## src/common/lsu_config.svh

```systemverilog
`ifndef LSU_CONFIG_SVH
`define LSU_CONFIG_SVH

`define LSU_ADDR_W 32
`define LSU_DATA_W 32

// memory depth in words, as log2
`define DMEM_WORDS_LOG2 8

`define DMEM_WAIT_W      8  // wait counter width
`define DMEM_RD_WAIT_RST 1
`define DMEM_WR_WAIT_RST 1

`endif
```

## src/dmem/dmem_ctrl_regs.sv

```systemverilog
`timescale 1ns/1ps
`include "lsu_config.svh"

module dmem_ctrl_regs (
    input  logic                    clk,
    input  logic                    rst,
    input  logic                    cfg_wen,
    input  logic [1:0]              cfg_addr,
    input  logic [`LSU_DATA_W-1:0]  cfg_wdata,
    output logic [`DMEM_WAIT_W-1:0] rd_wait,
    output logic [`DMEM_WAIT_W-1:0] wr_wait,
    output logic [`LSU_ADDR_W-1:0]  fault_base,
    output logic [`LSU_ADDR_W-1:0]  fault_limit
);

    // base == limit means no fault window
    always_ff @(posedge clk) begin
        if (rst) begin
            rd_wait     <= `DMEM_WAIT_W'(`DMEM_RD_WAIT_RST);
            wr_wait     <= `DMEM_WAIT_W'(`DMEM_WR_WAIT_RST);
            fault_base  <= '0;
            fault_limit <= '0;
        end else if (cfg_wen) begin
            case (cfg_addr)
                2'd0: rd_wait     <= cfg_wdata[`DMEM_WAIT_W-1:0];
                2'd1: wr_wait     <= cfg_wdata[`DMEM_WAIT_W-1:0];
                2'd2: fault_base  <= cfg_wdata[`LSU_ADDR_W-1:0];
                2'd3: fault_limit <= cfg_wdata[`LSU_ADDR_W-1:0];
                default: ;
            endcase
        end
    end

endmodule

```

## config.mk

```make
export PLATFORM = sky130hd
export DESIGN_NAME = dmem_ctrl_regs
export DESIGN_NICKNAME = d
export VERILOG_FILES = /design/src/dmem/dmem_ctrl_regs.sv
export VERILOG_INCLUDE_DIRS = /design/src /design/src/common
export SDC_FILE = /design/constraint.sdc
export NUM_CORES = 1
export LEC_CHECK = 0
export BUFFER_PORTS_ARGS = -buffer_cell sky130_fd_sc_hd__clkbuf_2
export CAP_MARGIN = 10
export CORE_UTILIZATION = 44
export DETAILED_ROUTE_END_ITERATION = 6
export PLACE_DENSITY = 0.8
export SLEW_MARGIN = 20
export SYNTH_ARGS = -nofsm -noshare
export SYNTH_HDL_FRONTEND = slang
export SYNTH_SLANG_ARGS = --single-unit
```

## constraint.sdc

```tcl
create_clock -name clk -period 0.9 [get_ports clk]
set_input_delay 0.09 -clock clk [delete_from_list [all_inputs] [get_ports clk]]
set_output_delay 0.09 -clock clk [all_outputs]
set_load 0.02 [all_outputs]
```

==> results of run 1 <==
kinds of logic after synthesis:
| kind of cell | Yosys count | synth area share (%) |
|---|---|---|
| flops | 80 | 49.3 |
| simple gates | 119 | 23.0 |
| buf+inv | 20 | 3.08 |
| mux | 80 | 24.7 |
final timing paths:
| check | start | endpoint | slack (ns) | cells after the start |
|---|---|---|---|---|
| setup / recovery | fault_limit[26] | fault_limit[26] | -0.03 | 3 |
| hold reg to reg | fault_base[16] | fault_base[16] | 0.49 | 2 |
| setup reg to reg | fault_limit[26] | fault_limit[26] | -0.03 | 3 |
| hold / removal | cfg_wdata[31] | fault_base[31] | 0.01 | 3 |
layout make-up:
class	instances	area [um^2]	share of cell area (%)
well taps	96	120	2.16
clock inverters	3	90.1	1.62
flip-flops and latches	80	1700	30.6
clock buffers	12	145	2.61
repair buffers	180	1960	35.1
multi-input cells	199	1550	27.9
what timing repair did:
item	in CTS	in global routing
gates resized for setup	235	81
hold buffers	3	0
setup endpoints to repair	80	80
endpoints found under the hold margin	4	0
cloned	0	0
setup buffers	17	27
registers in the layout, summed over array words and instances (netlist names):
| register | cells |
|---|---|
| fault_base | 32 |
| fault_limit | 32 |
| rd_wait | 8 |
| wr_wait | 8 |
layer usage:
layer,wire length (um),vias up,global-route usage [%]
met3,445,18,6.69
met4,239,0,8.35
met2,4850,79,39.7
met1,3660,1330,24.5
met5,0,-,0
li1,-,1317,-
where the power goes:
part           leakage, nW  internal (mW)  switching (mW)
Combinational         1.81          0.720           0.521
Clock                0.117           1.91            1.24
Sequential           0.686           3.69           0.119
worst max-delay path, stage by stage (launching register included):
cell and delay, ns:
dfxtp_2 0.38, buf_4 0.12, nand2b_1 0.07, mux2i_1 0.25
layout by cell type (no fill, tap or decap):
cell type	n
dlygate4sd3_1	3
buf_12	7
mux2i_1	80
or3b_1	1
clkbuf_1	2
and3b_2	1
nand3b_1	2
clkbuf_8	10
nor2_1	3
dfxtp_2	79
dfxtp_4	1
nand2b_1	110
nand3_2	1
bufinv_16	3
and3b_1	1
buf_8	80
clkbuf_2	36
buf_4	54
per-stage QoR:
| step | hold WS (ns) | total power, mW |
|---|---|---|
| after floorplan | 0.261 | 4.34 |
| after global routing | 0.0178 | 8.48 |
| final | 0.0147 | 8.20 |
| after detailed placement | 0.370 | 4.70 |
| after global placement | 0.362 | 4.67 |
| after CTS | 0.00117 | 8.06 |
==> metrics.csv, run 1 <==
stage;metric;value;unit
outcome;status;complete, but fails checks;
outcome;failing checks;setup timing;
place;gpl congestion;0.827;
timing;worst-margin pin slew;0.348;ns
timing;Final min period;0.928;ns
detailed_routing;WL/cell;16.1;um
layout;share of layout cells above drive strength 1;57.4;%
clock_network;H-tree depth;3;
timing;Setup violations, final;9;
timing;setup ws final;-0.0285;ns
logic_synthesis;number of synthesized register bits;80;
timing;Slew headroom;76.7;%
detailed_routing;post-route ant nets;0;
flow_run;max cap viols;0;
clock_network;Clock Path Buffers;2;
logic_synthesis;EDFF count, synth;0;
layout;cell area after layout;5570;um^2
floorplanning;die width;87.9;um
logic_synthesis;sequential fraction of the synthesis area;49.3;%
timing;Worst Skew;0;ns
setup_path;CP arrival;1.16;ns
power_and_ir_drop;maximum vdd drop;0.000935;V
clock_network;Clock Tree Root;clkbuf_8;
timing;RSZ-0062 raised after global routing;true;
logic_synthesis;Synth async-reset ratio;0;%
logic_synthesis;largest cells by area after synthesis;dfxtp_1 (49%), mux2i_1 (25%), nand2b_1 (21%);
detailed_routing;Via density;4.81;
floorplanning;row count;30;
place;placed inst area;4070;um^2
timing;Fmax;1080;MHz
setup_path;Critical Path Source Type;flip-flop;
floorplanning;die area;7730;um^2
logic_synthesis;Cells after Synth;299;
logic_synthesis;Synth Flop Type;dfxtp_1;
clock_network;CTS Sinks;80;
setup_path;worst path required time;1.13;ns
layout;# diodes;0;
clock_network;Worst-path clk slew;0.08;ns
timing;Slew Limit Fails;0;
place;hpwl dp;5.24;mm
clock_network;CTS tree;yes;
timing;TNS Setup;-0.0805;ns
logic_synthesis;Syn Area/Cell;10.9;um^2
worst_hold_path;hold crit path type;in -> reg;
global_route;vias in the first global route;2636;
timing;final hold vios;0;
layout;Nets;507;
layout;utilization after layout;80.2;%
detailed_routing;Routed WL;9.19;mm
layout;Post-Layout Cell Count;570;
global_route;grt ovf;0;
setup_path;critical path capture point type;flip-flop;
clock_network;CTS Buf Count;9;
setup_path;Critical Setup Path Class;reg -> reg;
floorplanning;Chip Height;87.9;um
detailed_routing;DRC;0;
logic_synthesis;post-synth cell types;12;
logic_synthesis;cell with the most instances after synthesis;nand2b_1;
timing;Period Utilization, post-route;103;%
logic_synthesis;synth warn;0;
logic_synthesis;Synth area leader;dfxtp_1;
logic_synthesis;Post-Synthesis Cell Area;3250;um^2
detailed_routing;DRT Pass-1 Iters;4;
clock_network;clock latency on the worst-skew pair;0.34;ns
layout;fill count;396;
setup_path;Worst Path Max Fanout;2;
global_route;initial antenna violation count;0;
place;placed cell count;508;
floorplanning;initial core utilization;46.8;%
logic_synthesis;syn_nets;336;
layout;Area Growth Syn to Fin;71.5;%
power_and_ir_drop;PwrDens;1470;nW/um^2
detailed_routing;via count;2744;
floorplanning;I/O Pins;117;
global_route;Total GRT Usage;22.1;%
logic_synthesis;Post-synth top cells;nand2b_1 (110), dfxtp_1 (80), mux2i_1 (80);
global_route;largest net degree at the start of global routing;44;
power_and_ir_drop;Leak;2.62;nW
place;Post-Place Worst Slack;-0.148;ns
place;Port-buffer cells;116;
global_route;first-pass GRT wire length;12.9;mm
detailed_routing;Detailed Route Iter0 Violations;60;
logic_synthesis;share of the synthesized area in the top cell type;49.3;%
floorplanning;Placeable Area;6940;um^2
Note: power is estimated with default switching activity, not from simulation.
==> inputs of run 2 (changes only) <==
Settings changed: PLACE_DENSITY 0.8 to 0.75.
==> run 2 against run 1 <==
  * The flow still finishes with violations (setup timing)
  * Core utilization down 0.70 points
  * Worst hold slack about the same
  * Clock-buffer cell count down 1
  * Maximum frequency up 1.4%
  * Power down 7.3%
  * Critical path depth down 2
  * Clock power down 19%
  * Clock skew unchanged
  * Critical path type is now reg -> out
  * Largest cell class unchanged
==> metrics.csv, run 2 (synthesis gave the netlist of run 1 again) <==
stage;metric;value;unit;change
timing;TNS Setup;-0.117;ns;-0.0361 ns
global_route;met2 Use GR;38.4;%;-1.3 points
setup_path;critical path capture point type;output pin;;
place;gpl congestion;0.826;;about the same
detailed_routing;Routed WL;8.91;mm;-3.0%
timing;setup ws final;-0.0153;ns;+0.0132 ns
power_and_ir_drop;PwrDens;1380;nW/um^2;-6.5%
timing;worst-margin pin slew;0.417;ns;+0.0687 ns
clock_network;Clock Tree Root;clkbuf_8;;
global_route;GRT met1 Usage;25.1;%;+0.57 points
global_route;GR Util met3;5.09;%;-1.6 points
timing;RSZ-0062 raised after global routing;true;;
detailed_routing;post-route ant nets;0;;unchanged
floorplanning;I/O Pins;117;;unchanged
setup_path;CP max stage cell;dfxtp_2;;
clock_network;Clock Path Buffers;2;;unchanged
power_and_ir_drop;P_int;5.69;mW;-10%
layout;most common cell after layout, fill and taps aside;nand2b_1;;
place;hpwl dp;5.07;mm;-3.3%
outcome;failing checks;setup timing;;
global_route;grt ovf;0;;unchanged
place;Post-Place Worst Slack;-0.112;ns;+0.0364 ns
layout;Area Growth Syn to Fin;70.0;%;
setup_path;worst path required time;0.81;ns;-0.32 ns
setup_path;Worst Path Max Fanout;2;;unchanged
timing;Final min period;0.915;ns;-0.0132 ns
setup_path;CP top delay family;flip-flops;;
global_route;first-pass GRT wire length;12.7;mm;-1.4%
detailed_routing;DRT Pass-1 Iters;4;;unchanged
floorplanning;Placeable Area;6940;um^2;unchanged
timing;Setup violations, final;17;;+8
floorplanning;Chip Height;87.9;um;unchanged
timing;Slew headroom;72.1;%;-4.6 points
timing;Worst Skew;0;ns;unchanged
power_and_ir_drop;switching part of the total;25.2;%;+2.2 points
floorplanning;die area;7730;um^2;unchanged
setup_path;slowest stage delay, CP;0.36;ns;-0.02 ns
global_route;GRT Max-Usage Layer;met2;;
floorplanning;initial core utilization;46.8;%;unchanged
floorplanning;row count;30;;unchanged
detailed_routing;WL/cell;15.7;um;-2.6%
detailed_routing;DRC;0;;unchanged
timing;final hold vios;0;;unchanged
timing;Slew Limit Fails;0;;unchanged
layout;most frequent cells in the layout;nand2b_1 (110), mux2i_1 (80), buf_8 (80);;
layout;share of layout cells above drive strength 1;56.6;%;-0.82 points
outcome;status;complete, but fails checks;;
power_and_ir_drop;Clk network pwr share;33.6;%;-4.9 points
layout;# diodes;0;;unchanged
timing;Fmax;1090;MHz;+1.4%
layout;utilization after layout;79.5;%;-0.70 points
detailed_routing;Detailed Route Iter0 Violations;75;;+25%
setup_path;Critical Path Source Type;flip-flop;;
detailed_routing;Via density;4.73;;-1.7%
global_route;Total GRT Usage;22.0;%;-0.091 points
timing;Period Utilization, post-route;102;%;-1.5 points
global_route;largest net degree at the start of global routing;67;;+52%
clock_network;H-tree depth;3;;unchanged
power_and_ir_drop;maximum vdd drop;0.000726;V;-22%
clock_network;clock latency on the worst-skew pair;0.34;ns;about the same
layout;Nets;504;;-0.59%
global_route;initial antenna violation count;0;;unchanged
clock_network;Worst-path clk slew;0.09;ns;about the same
clock_network;CTS Sinks;80;;unchanged
setup_path;Crit path buffers/inverters;1;;unchanged
power_and_ir_drop;Leak;2.57;nW;-1.8%
global_route;vias in the first global route;2632;;-0.15%
clock_network;CTS tree;yes;;
setup_path;CP arrival;0.83;ns;-0.33 ns
power_and_ir_drop;Switch Pwr;1.91;mW;+1.5%
detailed_routing;via count;2689;;-2.0%
setup_path;cell chain of the critical path;buf_8;;
power_and_ir_drop;Comb pwr share;16.3;%;+1.2 points
floorplanning;die width;87.9;um;unchanged
layout;biggest regs;fault_base: 32 flops, fault_limit: 32 flops;;
power_and_ir_drop;total power;7.60;mW;-7.3%
setup_path;Critical Setup Path Class;reg -> out;;
place;Port-buffer cells;116;;unchanged
power_and_ir_drop;Seq pwr share;50.1;%;+3.7 points
clock_network;CTS Buf Count;9;;unchanged
worst_hold_path;hold crit path type;in -> reg;;
flow_run;max cap viols;0;;unchanged
[run 2: cell types whose count changed in the layout (fill, tap and decap cells not counted)]
cell | before | now
buf_12 | 7 | 8
buf_4 | 54 | 47
bufinv_16 | 3 | 1
clkinvlp_4 | 0 | 3
clkbuf_8 | 10 | 9
clkinv_2 | 0 | 1
dlygate4sd3_1 | 3 | 6
[run 2: layout make-up]
type / count / area [um^2]
sequential: 80 / 1700
multi-input combinational: 199 / 1550
tap: 96 / 120
timing repair buffer: 177 / 1950
fill: 398 / 1420
clock buffer: 11 / 131
clock inverter: 5 / 57.6
[run 2: what timing repair did]
action                                  CTS  global route
endpoints found under the setup margin   80            80
hold buffers                              6             0
resized for setup                       237            81
setup buffers                            16            27
endpoints found under the hold margin     8             0
[run 2: worst min-delay path: stages]
cell and delay, ns:
clkbuf_2 0.08, nand2b_1 0.08, mux2i_1 0.07
[run 2: power by group through the flow]
| stage | Combinational (mW) | Sequential, mW | Clock, mW |
|---|---|---|---|
| after CTS | 1.12 | 3.77 | 2.61 |
| after global routing | 1.31 | 3.81 | 2.77 |
| after detailed placement | 0.877 | 3.81 | 0 |
| final | 1.24 | 3.80 | 2.56 |
| after global placement | 0.861 | 3.81 | 0 |
| after floorplan | 0.377 | 3.96 | 0 |
[run 2: metal layers]
metal | vias to the layer above | routed length (um)
met4 | 0 | 210
met5 | - | 0
met2 | 76 | 4700
li1 | 1316 | -
met1 | 1279 | 3610
met3 | 18 | 389
[run 2: path summary, 6_finish.rpt]
path	from	to	slack, ns	cells after the start
setup / recovery	fault_limit[26]	fault_limit[26]	-0.02	1
hold reg to reg	fault_base[31]	fault_base[31]	0.49	2
setup reg to reg	fault_base[25]	fault_base[25]	0.03	4
hold / removal	cfg_wdata[9]	fault_limit[9]	0.01	3
[run 2: metrics by stage]
step                      std cells  hold slack (ns)  instance area [um^2]
final                           568           0.0145                  5520
after global routing            568          0.00791                  5520
after CTS                       541          0.00239                  5220
after detailed placement        503            0.373                  4050
after global placement          503            0.362                  4050
after floorplan                 299            0.261                  3250
