## src/common/lsu_config.svh

```systemverilog
`ifndef LSU_CONFIG_SVH
`define LSU_CONFIG_SVH

`define LSU_ADDR_W 32
`define LSU_DATA_W 32

// memory depth in words, as log2
`define DMEM_WORDS_LOG2 8

`define DMEM_WAIT_W      8  // wait counter width
`define DMEM_RD_WAIT_RST 1
`define DMEM_WR_WAIT_RST 1

`endif
```

## src/common/lsu_pkg.sv

```systemverilog
`include "lsu_config.svh"

package lsu_pkg;

    // funct3 codes of the RV32 loads
    typedef enum logic [2:0] {
        LB  = 3'b000,
        LH  = 3'b001,
        LW  = 3'b010,
        LBU = 3'b100,
        LHU = 3'b101
    } mem_op_e;

    // stores reuse the load codes
    localparam mem_op_e SB = LB;
    localparam mem_op_e SH = LH;
    localparam mem_op_e SW = LW;

    typedef enum logic [1:0] {
        OKAY   = 2'b00,
        SLVERR = 2'b10
    } resp_e;

    // one data word, by byte lane or by halfword
    typedef union packed {
        logic [`LSU_DATA_W/8-1:0][7:0]   bytes;
        logic [`LSU_DATA_W/16-1:0][15:0] halves;
    } data_word_u;

endpackage

```

## src/common/dmem_if.sv

```systemverilog
`timescale 1ns/1ps
`include "lsu_config.svh"

interface dmem_if import lsu_pkg::*; ();

    logic                       arvalid;
    logic                       arready;
    logic [`LSU_ADDR_W-1:0]     araddr;
    logic                       rvalid;
    logic                       rready;
    logic [`LSU_DATA_W-1:0]     rdata;
    resp_e                      rresp;

    logic                       awvalid;
    logic                       awready;
    logic [`LSU_ADDR_W-1:0]     awaddr;
    logic                       wvalid;
    logic                       wready;
    logic [`LSU_DATA_W-1:0]     wdata;
    logic [`LSU_DATA_W/8-1:0]   wstrb;
    logic                       bvalid;
    logic                       bready;
    resp_e                      bresp;

    modport master (
        output arvalid, araddr, rready, awvalid, awaddr, wvalid, wdata, wstrb, bready,
        input  arready, rvalid, rdata, rresp, awready, wready, bvalid, bresp
    );

    modport slave (
        input  arvalid, araddr, rready, awvalid, awaddr, wvalid, wdata, wstrb, bready,
        output arready, rvalid, rdata, rresp, awready, wready, bvalid, bresp
    );

endinterface

```

## src/lsu/lsu_core.sv

```systemverilog
`timescale 1ns/1ps
`include "lsu_config.svh"

module lsu_core import lsu_pkg::*; (
    input  logic                    clk,
    input  logic                    rst,
    // from execute
    input  logic [`LSU_ADDR_W-1:0]  addr,
    input  logic [`LSU_DATA_W-1:0]  store_data,
    input  mem_op_e                 funct3,
    input  logic                    is_load,
    input  logic                    is_store,
    input  logic                    inst_invalid,
    input  logic                    in_valid,
    output logic                    out_ready,
    // to writeback
    output logic [`LSU_DATA_W-1:0]  load_data,
    output logic                    store_enable,
    output logic                    out_valid,
    input  logic                    in_ready,
    output logic                    resp_err,
    dmem_if.master                  bus
);

    typedef enum logic [2:0] {
        S_IDLE,
        S_AR,
        S_R,
        S_AW,
        S_W,
        S_B,
        S_DONE
    } state_e;

    state_e                  state;
    logic [`LSU_ADDR_W-1:0]  addr_q;
    logic [`LSU_DATA_W-1:0]  sdata_q;
    mem_op_e                 op_q;
    logic                    load_q;
    logic                    store_q;
    logic                    invalid_q;
    data_word_u              rdata_q;
    resp_e                   resp_q;

    logic       in_fire;
    logic       out_fire;
    logic       req_ok;
    logic [1:0] off;
    logic [7:0]  byte_sel;
    logic [15:0] half_sel;
    logic [`LSU_DATA_W-1:0] ext_data;

    // first state for a freshly accepted request
    function automatic state_e start_state(input logic ld, input logic inv);
        state_e s;
        if (inv)
            s = S_DONE; // no bus traffic
        else if (ld)
            s = S_AR;
        else
            s = S_AW;
        return s;
    endfunction

    assign out_ready = (state == S_IDLE) || (state == S_DONE && in_ready);
    assign out_valid = (state == S_DONE);
    assign in_fire   = in_valid && out_ready;
    assign out_fire  = out_valid && in_ready;
    assign req_ok    = in_fire && (is_load || is_store);

    always_ff @(posedge clk) begin
        if (rst) begin
            state <= S_IDLE;
        end else begin
            case (state)
                S_IDLE: if (req_ok) state <= start_state(is_load, inst_invalid);
                S_AR:   if (bus.arready) state <= S_R;
                S_R:    if (bus.rvalid) state <= S_DONE;
                S_AW:   if (bus.awready) state <= S_W;
                S_W:    if (bus.wready) state <= S_B;
                S_B:    if (bus.bvalid) state <= S_DONE;
                S_DONE: begin
                    if (req_ok)
                        state <= start_state(is_load, inst_invalid);
                    else if (out_fire)
                        state <= S_IDLE;
                end
                default: state <= S_IDLE;
            endcase
        end
    end

    // request latch
    always_ff @(posedge clk) begin
        if (rst) begin
            load_q    <= 1'b0;
            store_q   <= 1'b0;
            invalid_q <= 1'b0;
        end else if (req_ok) begin
            load_q    <= is_load;
            store_q   <= is_store && !is_load;
            invalid_q <= inst_invalid;
        end
    end

    always_ff @(posedge clk) begin
        if (req_ok) begin
            addr_q  <= addr;
            sdata_q <= store_data;
            op_q    <= funct3;
        end
        if (bus.rvalid && bus.rready)
            rdata_q <= bus.rdata;
    end

    always_ff @(posedge clk) begin
        if (rst)
            resp_q <= OKAY;
        else if (req_ok)
            resp_q <= OKAY;
        else if (bus.rvalid && bus.rready)
            resp_q <= bus.rresp;
        else if (bus.bvalid && bus.bready)
            resp_q <= bus.bresp;
    end

    assign off = addr_q[1:0];

    assign bus.arvalid = (state == S_AR);
    assign bus.araddr  = addr_q;
    assign bus.rready  = (state == S_R);
    assign bus.awvalid = (state == S_AW);
    assign bus.awaddr  = addr_q;
    assign bus.wvalid  = (state == S_W);
    assign bus.bready  = (state == S_B);

    // narrow stores are copied to every lane and wstrb picks the lane
    always_comb begin
        case (op_q)
            SB: begin
                bus.wdata = {4{sdata_q[7:0]}};
                bus.wstrb = 4'b0001 << off;
            end
            SH: begin
                bus.wdata = {2{sdata_q[15:0]}};
                bus.wstrb = 4'b0011 << {off[1], 1'b0};
            end
            SW: begin
                bus.wdata = sdata_q;
                bus.wstrb = 4'b1111;
            end
            default: begin
                bus.wdata = sdata_q;
                bus.wstrb = 4'b0000;
            end
        endcase
    end

    assign byte_sel = rdata_q.bytes[off];
    assign half_sel = rdata_q.halves[off[1]];

    always_comb begin
        case (op_q)
            LB:      ext_data = {{24{byte_sel[7]}}, byte_sel};
            LH:      ext_data = {{16{half_sel[15]}}, half_sel};
            LW:      ext_data = rdata_q;
            LBU:     ext_data = {24'b0, byte_sel};
            LHU:     ext_data = {16'b0, half_sel};
            default: ext_data = '0;
        endcase
    end

    assign load_data    = (out_valid && load_q && !invalid_q) ? ext_data : '0;
    assign store_enable = out_valid && store_q && !invalid_q;
    assign resp_err     = out_valid && (resp_q != OKAY);

endmodule

```

## src/flat_wrapper.sv

```systemverilog
// flat-port wrapper written by rule: the top's interface ports become plain ports
module lsu_core_flat import lsu_pkg::*;
  (clk, rst, addr, store_data, funct3, is_load, is_store, inst_invalid, in_valid, out_ready, load_data, store_enable, out_valid, in_ready, resp_err, bus_arvalid, bus_araddr, bus_rready, bus_awvalid, bus_awaddr, bus_wvalid, bus_wdata, bus_wstrb, bus_bready, bus_arready, bus_rvalid, bus_rdata, bus_rresp, bus_awready, bus_wready, bus_bvalid, bus_bresp);
  dmem_if bus_i ();
  input  logic clk;
  input  logic rst;
  input  logic [`LSU_ADDR_W-1:0] addr;
  input  logic [`LSU_DATA_W-1:0] store_data;
  input  mem_op_e funct3;
  input  logic is_load;
  input  logic is_store;
  input  logic inst_invalid;
  input  logic in_valid;
  output logic out_ready;
  output logic [`LSU_DATA_W-1:0] load_data;
  output logic store_enable;
  output logic out_valid;
  input  logic in_ready;
  output logic resp_err;
  output wire logic [$bits(bus_i.arvalid)-1:0] bus_arvalid;
  output wire logic [$bits(bus_i.araddr)-1:0] bus_araddr;
  output wire logic [$bits(bus_i.rready)-1:0] bus_rready;
  output wire logic [$bits(bus_i.awvalid)-1:0] bus_awvalid;
  output wire logic [$bits(bus_i.awaddr)-1:0] bus_awaddr;
  output wire logic [$bits(bus_i.wvalid)-1:0] bus_wvalid;
  output wire logic [$bits(bus_i.wdata)-1:0] bus_wdata;
  output wire logic [$bits(bus_i.wstrb)-1:0] bus_wstrb;
  output wire logic [$bits(bus_i.bready)-1:0] bus_bready;
  input wire logic [$bits(bus_i.arready)-1:0] bus_arready;
  input wire logic [$bits(bus_i.rvalid)-1:0] bus_rvalid;
  input wire logic [$bits(bus_i.rdata)-1:0] bus_rdata;
  input wire logic [$bits(bus_i.rresp)-1:0] bus_rresp;
  input wire logic [$bits(bus_i.awready)-1:0] bus_awready;
  input wire logic [$bits(bus_i.wready)-1:0] bus_wready;
  input wire logic [$bits(bus_i.bvalid)-1:0] bus_bvalid;
  input wire logic [$bits(bus_i.bresp)-1:0] bus_bresp;
  assign bus_arvalid = bus_i.arvalid;
  assign bus_araddr = bus_i.araddr;
  assign bus_rready = bus_i.rready;
  assign bus_awvalid = bus_i.awvalid;
  assign bus_awaddr = bus_i.awaddr;
  assign bus_wvalid = bus_i.wvalid;
  assign bus_wdata = bus_i.wdata;
  assign bus_wstrb = bus_i.wstrb;
  assign bus_bready = bus_i.bready;
  assign bus_i.arready = bus_arready;
  assign bus_i.rvalid = bus_rvalid;
  assign bus_i.rdata = bus_rdata;
  assign bus_i.rresp = bus_rresp;
  assign bus_i.awready = bus_awready;
  assign bus_i.wready = bus_wready;
  assign bus_i.bvalid = bus_bvalid;
  assign bus_i.bresp = bus_bresp;
  lsu_core u_core (.clk(clk), .rst(rst), .addr(addr), .store_data(store_data), .funct3(funct3), .is_load(is_load), .is_store(is_store), .inst_invalid(inst_invalid), .in_valid(in_valid), .out_ready(out_ready), .load_data(load_data), .store_enable(store_enable), .out_valid(out_valid), .in_ready(in_ready), .resp_err(resp_err), .bus(bus_i));
endmodule
```

## config.mk

```make
export PLATFORM = sky130hd
export DESIGN_NAME = lsu_core_flat
export DESIGN_NICKNAME = d
export VERILOG_FILES = /design/src/common/lsu_pkg.sv /design/src/common/dmem_if.sv /design/src/lsu/lsu_core.sv /design/src/flat_wrapper.sv
export VERILOG_INCLUDE_DIRS = /design/src /design/src/common
export SDC_FILE = /design/constraint.sdc
export NUM_CORES = 1
export LEC_CHECK = 0
export ABC_CLOCK_PERIOD_IN_PS = 4500
export BUFFER_PORTS_ARGS = -buffer_cell sky130_fd_sc_hd__buf_2
export CAP_MARGIN = 0
export CORE_UTILIZATION = 45
export DETAILED_ROUTE_END_ITERATION = 8
export PLACE_DENSITY_LB_ADDON = 0.3
export SETUP_SLACK_MARGIN = 0.5
export SYNTH_ARGS = -nofsm -noshare
export SYNTH_HDL_FRONTEND = slang
export SYNTH_SLANG_ARGS = --single-unit
```

## constraint.sdc

```tcl
create_clock -name clk -period 4.5 [get_ports clk]
set_clock_uncertainty 0.05 [all_clocks]
set_input_delay 0.45 -clock clk [delete_from_list [all_inputs] [get_ports clk]]
set_output_delay 0.45 -clock clk [all_outputs]
set_load 0.02 [all_outputs]
```

==> run summary, run 1 <==
The path class of the tightest hold or removal check is in2reg. The count of different cell masters after synthesis is 46. The run finished with clean final reports. The maximum vdd drop came out at 0.580 mV. The number of DRC violations after detailed-routing iteration 0 is 199. The async set-or-reset flop fraction in the synthesized netlist came out at 0%. The worst reg2reg path startpoint is u_core.state[1].

The via count of the first global-routing pass is 3421. Setup violations remaining at the end of the flow were counted as 0. The normalized max-slew margin is 33.3%. For the finished layout, the period the worst path requires is 3.42 ns. The via total after detailed routing is 3762. The final core utilization came out at 59.2%. Across every metal layer, demand over resource in global routing totals 20.9%. The most instantiated flip-flop cell in the synthesis netlist is edfxtp_1. The number of synthesized register bits is 107. The HPWL after detailed placement came out at 9320 microns.

The number of search-and-repair iterations in the first detailed-routing pass came out at 5. The post-route netlist has 52.7% of its cells at a drive strength greater than 1. The final number of max-transition violations was 0. The maximum fanout count along the critical path came out at 21.

The worst setup path is launched from a register. Synthesis produced a netlist whose cell count is 367. The total number of H-tree levels came out at 3. The detail-routed via count per cell came out at 5.23. The clock network latency to the later pin of the worst-skew pair came out at 0.36 ns. The number of enable flip-flop cells after synthesis is 99. The core region area is 10500 sq um. The number of antenna violations at the first check in global routing is 1. The net count of the finished layout is 693. For this block, the routed nets add up to 12400 microns of wire. The area fraction of the dominant cell type after synthesis came out at 59.9%. The wire length of the first global-routing pass came out at 17800 microns.

Setup repair after global routing left no endpoint under its margin. The congestion estimate from routability-driven global placement came to 0.887. Gates resized during post-CTS repair numbered 0. The die is 107 microns wide.

The biggest area consumer among synthesized cells is edfxtp_1. The floorplan has 37 rows. The longest clock path from root to sink contains 2 buffers. The die covers 11400 sq um. Input and output buffers added on the ports amount to 255.

The synthesized area divided by synthesized cell count came out at 13.5 sq um. The net count of the mapped netlist is 482. The cell area that synthesis handed to floorplanning was 4960 sq um. The number of violations of the max-capacitance limit is 0.

The number of endpoints with negative hold slack in the final report was 0. The tree is rooted in a clkbuf_8. The routed length per placed instance came out at 17.3 microns. The critical path data required time came out at 4.00 ns. The synthesis warning total came out at 0.

For this design the ratio of total power to cell area is 508 nW/um^2. At the worst endpoint, the arrival time is 2.92 ns. Sorting the synthesized cells by area gives the leading types as edfxtp_1 60%, buf_4 6.2%, a21oi_1 4.1%. The worst hold path begins at addr[11].

The vertical extent of the die is 107 microns. The number of placed I/O pins is 256. The hold-fix buffer count after cts is 0. The residual overflow from global routing came out at 0. The critical path is of the reg2out type. The final critical-path share of the clock period came out at 75.9%. After synthesis, flip-flops and latches occupy 63.2% of the total area.

After routing, the total negative slack on setup checks comes to 0 ns. The worst setup path is captured at an output port. The total area of multi-input combinational cells came out at 1410 sq um. The area taken by flip-flops and latches is 3130 sq um. The filler cells instantiated in the layout total 896. The number of routed nets with antenna violations came out at 0. Clock-pin slew was measured on the worst setup and hold paths at 0.11 ns.

For this design the static power due to leakage is 0.00264 uW. The area growth from synthesis to final layout came out at 25.5%. The number of buffers created by CTS is 9. Entering global routing, the biggest net connects 74 pins.

The slew at the pin closest to its max-slew limit is 0.999 ns. The number of setup buffers added after CTS is 0. The number of inserted diodes is 0. The sink count of the clock tree is 107. The TritonCTS clock tree is built. The count of unresolved DRC violations after routing is 0. The initial core utilization is 47.2%. The maximum clock rate is 293 MHz.

Tracing the worst setup path back leads to its startpoint at u_core.op_q[0].
==> per-stage QoR <==
stage | power (uW) | setup slack, ns | cell area (sq um) | hold WS, ns | instances
2_1_floorplan | 2350 | 0.805 | 4960 | 0.392 | 367
6_report | 3160 | 1.08 | 6220 | 0.197 | 719
5_1_grt | 3320 | 0.869 | 6220 | 0.160 | 719
4_1_cts | 3180 | 1.05 | 6220 | 0.177 | 719
3_3_place_gp | 2600 | 1.49 | 6030 | 0.404 | 703
3_5_place_dp | 2620 | 1.48 | 6030 | 0.407 | 703
==> worst max-delay path, stage by stage, from the launching register on <==
cell and delay, ns:
edfxtp_1 0.97, nand2b_1 0.57, mux4_2 0.57, a22oi_1 0.19, nor2_1 0.06, buf_2 0.18
==> path summary, 6_finish.rpt <==
kind,to,slack (ns),cells after the start
worst max-delay path,load_data[1],1.08,5
worst min-delay path,u_core.bus.araddr[11],0.20,1
worst max register to register,u_core.rdata_q[16],2.07,4
worst min register to register,u_core.store_q,0.42,2
==> power breakdown <==
part           leakage [uW]  total, uW  switching [uW]  internal, uW
Sequential         0.000983       1500             161          1340
Combinational       0.00156       1100             705           394
Clock             0.0000947        563             347           216
Total               0.00264       3160            1210          1950
==> synth_stat cells (2+ instances only) <==
master / number
nand3b_1: 2
buf_4: 41
nand2_1: 22
a22oi_1: 14
nor2b_1: 4
edfxtp_1: 99
mux4_2: 8
nor3b_1: 3
inv_1: 4
buf_2: 9
clkbuf_1: 5
clkinv_1: 2
a211oi_1: 2
and2_1: 2
a21oi_1: 41
dfxtp_1: 8
o21ai_0: 4
nor3_1: 2
mux2_2: 17
nor2_1: 32
mux2i_1: 15
nand2b_1: 5
buf_6: 2
nand3_1: 2
==> cells by family after synthesis <==
family | count (synthesis) | share of synthesized area, %
buf+inv | 64 | 8.48
mux | 40 | 10.5
compound gates | 76 | 10.2
flops | 107 | 63.2
simple gates | 80 | 7.67
==> flip-flops by register name, indices dropped and copies added (netlist names) <==
signal and cells:
u_core.store_q 1, u_core.bus.araddr 32, u_core.rdata_q 32, u_core.resp_q 2
u_core.sdata_q 32, u_core.op_q 3, u_core.load_q 1, u_core.state 3
u_core.invalid_q 1
==> final cells by class <==
| type | instances | area share [%] |
|---|---|---|
| inverter | 6 | 0.362 |
| clock buffer | 9 | 1.99 |
| clock inverter | 7 | 1.05 |
| sequential | 107 | 50.4 |
| tap | 136 | 2.73 |
| multi-input combinational | 196 | 22.6 |
| timing repair buffer | 258 | 20.9 |
==> per-layer routing <==
metal | GRT usage, % | part of all wire (%) | up-vias | routed length, microns
met3 | 6.14 | 7.0 | 21 | 875
met4 | 6.46 | 1.9 | 2 | 238
met1 | 26.7 | 40 | 1802 | 4990
met5 | 0 | 0.080 | - | 10
li1 | - | - | 1751 | -
met2 | 34.2 | 51 | 186 | 6310
==> layout by cell type (no fill, tap or decap), types with 2 or more instances in the layout <==
cell	count
buf_2	255
edfxtp_1	99
a21oi_1	41
nor2_1	31
nand2_1	22
mux2_2	17
mux2i_1	15
a22oi_1	14
clkbuf_8	9
mux4_2	8
dfxtp_1	8
nand2b_1	5
nor2b_1	4
inv_1	4
o21ai_0	4
nor3b_1	3
inv_6	3
buf_4	3
clkinv_1	2
nor3_1	2
and2_1	2
nand3b_1	2
nand3_1	2
a211oi_1	2
inv_8	2
No activity file was read; power rests on OpenSTA's default activity.
==> run 2, diff against run 1 <==
ABC_CLOCK_PERIOD_IN_PS = 3200   (was 4500)
clock period = 3.2 ns   (was 4.5 ns; I/O delays follow)
==> run 2 against run 1 <==
Total power grew 43%. Sequential power grew 40%. Critical path depth is the same. Non-clock buffer count grew 8. Worst setup slack lost 0.46 ns. Clock power grew 41%. Routed wire length grew 6.6%. Cell count grew 1.3%.
==> run summary, run 2 (same netlist as run 1, synthesis figures left out) <==
Clock tree synthesis selected as its root buffer the cell clkbuf_8. The minimum clock period after layout came out at 2.58 ns. The number of placed I/O pins came out at 256 (unchanged). The count of unresolved DRC violations after routing came out at 0 (unchanged). The residual overflow from global routing is 0 (unchanged). Setup repair after global routing left no endpoint under its margin. Leaving out fill and tap cells, the most frequent cell in the layout is buf_2.

The endpoint class of the critical path is an output port. The number of buffers on the longest clock path came to 2 (unchanged). The total number of H-tree levels is 3 (unchanged). The via total after detailed routing is 3721 (-1.1%). The maximum clock rate is 388 MHz. The overall power of the completed layout is 4530 uW (+43%). The sort of element at the start of the critical path is a register.

The path class of the tightest hold or removal check is in2reg. The sequential fraction of design power came to 46.2% (-1.2 points). The detailed-route wire length is 13200 microns (+6.6%).

TritonCTS built the clock tree. The routability congestion estimate came out at 0.866 (-2.3%). The clock transition time at the flip-flop clock pins of the worst setup and hold paths came out at 0.11 ns (about the same).

The arrival time at the worst endpoint came out at 2.21 ns (-0.71 ns). The internal power came out at 2790 uW (+43%). The via count of the first global-routing pass is 3568 (+4.3%). The detail-routed via count per cell came out at 5.11 (-2.3%).

The number of search-and-repair iterations in the first detailed-routing pass was 6 (+1). The routed length per placed instance came out at 18.2 microns (+5.2%). The critical path data required time came to 2.83 ns (-1.17 ns). The number of DRC violations after detailed-routing iteration 0 came out at 324 (+63%).

The number of endpoints with negative hold slack in the final report is 0 (unchanged). The switching power as a share of total power came to 38.4% (+0.043 points). The normalized max-slew margin is 60.8% (+28 points). The maximum number of pins on one net before global-route repair was 74 (unchanged). The leakage power came out at 0.00269 uW (+2.2%). The number of antenna violations at the first check in global routing came out at 1 (unchanged). The net switching component of the power came out at 1740 uW (+44%). The number of placement rows came out at 37 (unchanged).

The library cells used most frequently in the layout, excluding fill and tap cells, are 255 x buf_2, 99 x edfxtp_1, 41 x a21oi_1. The net count of the finished layout came out at 701 (+1.2%). The number of violations of the max-capacitance limit came out at 0 (unchanged). The number of routed nets with antenna violations is 0 (unchanged). The total routing resource utilization after global routing is 22.7% (+1.9 points). The summed negative setup slack over all endpoints is 0 ns (unchanged). The core region area was 10500 sq um (unchanged). The share of post-route cells with drive strength above 1 came out at 54.7% (+2.0 points). The final number of max-transition violations was 0 (unchanged). The final critical-path share of the clock period came out at 80.6%. The maximum vdd drop was 0.437 mV (-25%). The initial core utilization was 47.2% (unchanged).

The final number of setup-violating endpoints is 0 (unchanged). The flow ran to the end, and the final reports show no timing, DRC or antenna violations. The part of the total power dissipated in the clock network was 17.5% (-0.3 points).

The chip width is 107 microns (unchanged). The clock network latency to the later pin of the worst-skew pair is 0.38 ns (+0.02 ns). The wire length of the first global-routing pass came out at 19100 microns (+7.6%). The area growth from synthesis to final layout came out at 28.2%.

The area of the die was 11400 sq um (unchanged). The vertical extent of the die came out at 107 microns (unchanged). The sink count of the clock tree came out at 107 (unchanged).

The fill cell total of the finished layout is 849 (-5.2%). The maximum fanout count along the critical path came out at 12 (-43%). The slew at the pin closest to its max-slew limit came out at 0.586 ns (-0.413 ns). The path type of the worst setup path is reg2out. The number of buffers created by CTS is 9 (unchanged). The power per cell area came out at 713 nW/um^2 (+40%). The HPWL after detailed placement came out at 9770 microns (+4.8%). The number of port buffers was 255 (unchanged).

The proportion of power drawn by combinational gates was 36.2% (+1.4 points). The hold-fix buffer count after cts came out at 0 (unchanged). The final worst hold slack came out at 0.0512 ns (-0.146 ns).
-- run 2: cell types whose count changed in the layout (fill, tap and decap cells not counted), sizes merged --
cell    change
inv         -1
buf         +8
diode       +1
clkinv      +1
-- run 2: power by group through the flow --
stage	Clock (uW)	Combinational (uW)	Sequential, uW
floorplan	0	1180	2140
global placement	0	1580	2110
detailed placement	0	1590	2130
CTS	829	1620	2090
global route	860	1760	2130
finish	794	1640	2100
-- run 2: stage by stage --
stage / std cells / utilization (%) / worst slack (ns) / instance area [sq um]
2_1_floorplan: 367 / - / -0.393 / 4970
3_3_place_gp: 706 / 57.8 / 0.635 / 6070
3_5_place_dp: 706 / 57.8 / 0.625 / 6070
4_1_cts: 725 / 60.1 / 0.543 / 6310
5_1_grt: 727 / 60.5 / 0.503 / 6350
6_report: 728 / 60.5 / 0.621 / 6360
-- run 2: per-layer routing --
layer  share of wire [%]  track usage (%)
met4                 1.5             8.41
met3                 8.1             6.44
met2                  51             38.2
met5                   0                0
met1                  39             27.9
-- run 2: timing repair --
item | in CTS | in global routing
pin swaps | 0 | 1
hold endpoints to repair | 0 | 0
endpoints found under the setup margin | 32 | 22
buffers inserted | 3 | 2
gates resized for setup | 7 | 3
-- run 2: final timing paths --
path,from,end,slack (ns),cells after the start
setup reg to reg,u_core.state[0],u_core.rdata_q[23],1.31,4
hold / removal,addr[8],u_core.bus.araddr[8],0.05,1
hold reg to reg,u_core.store_q,u_core.store_q,0.43,2
setup / recovery,u_core.op_q[1],load_data[7],0.62,5
-- run 2: area by class of cell --
class	instances	area, sq um	share of cell area [%]
multi-input cells	196	1450	22.8
diodes	1	2.50	0.0394
clock inverters	7	67.6	1.06
inverters	6	25.0	0.394
flip-flops and latches	107	3140	49.3
repair buffers	266	1380	21.8
clock buffers	9	124	1.95
well taps	136	170	2.68
-- run 2: critical path, stage by stage, from the launching register on --
cell	delay, ns
edfxtp_1	0.59
clkinv_2	0.28
a31o_2	0.35
a222oi_1	0.36
nor2_1	0.08
buf_2	0.16
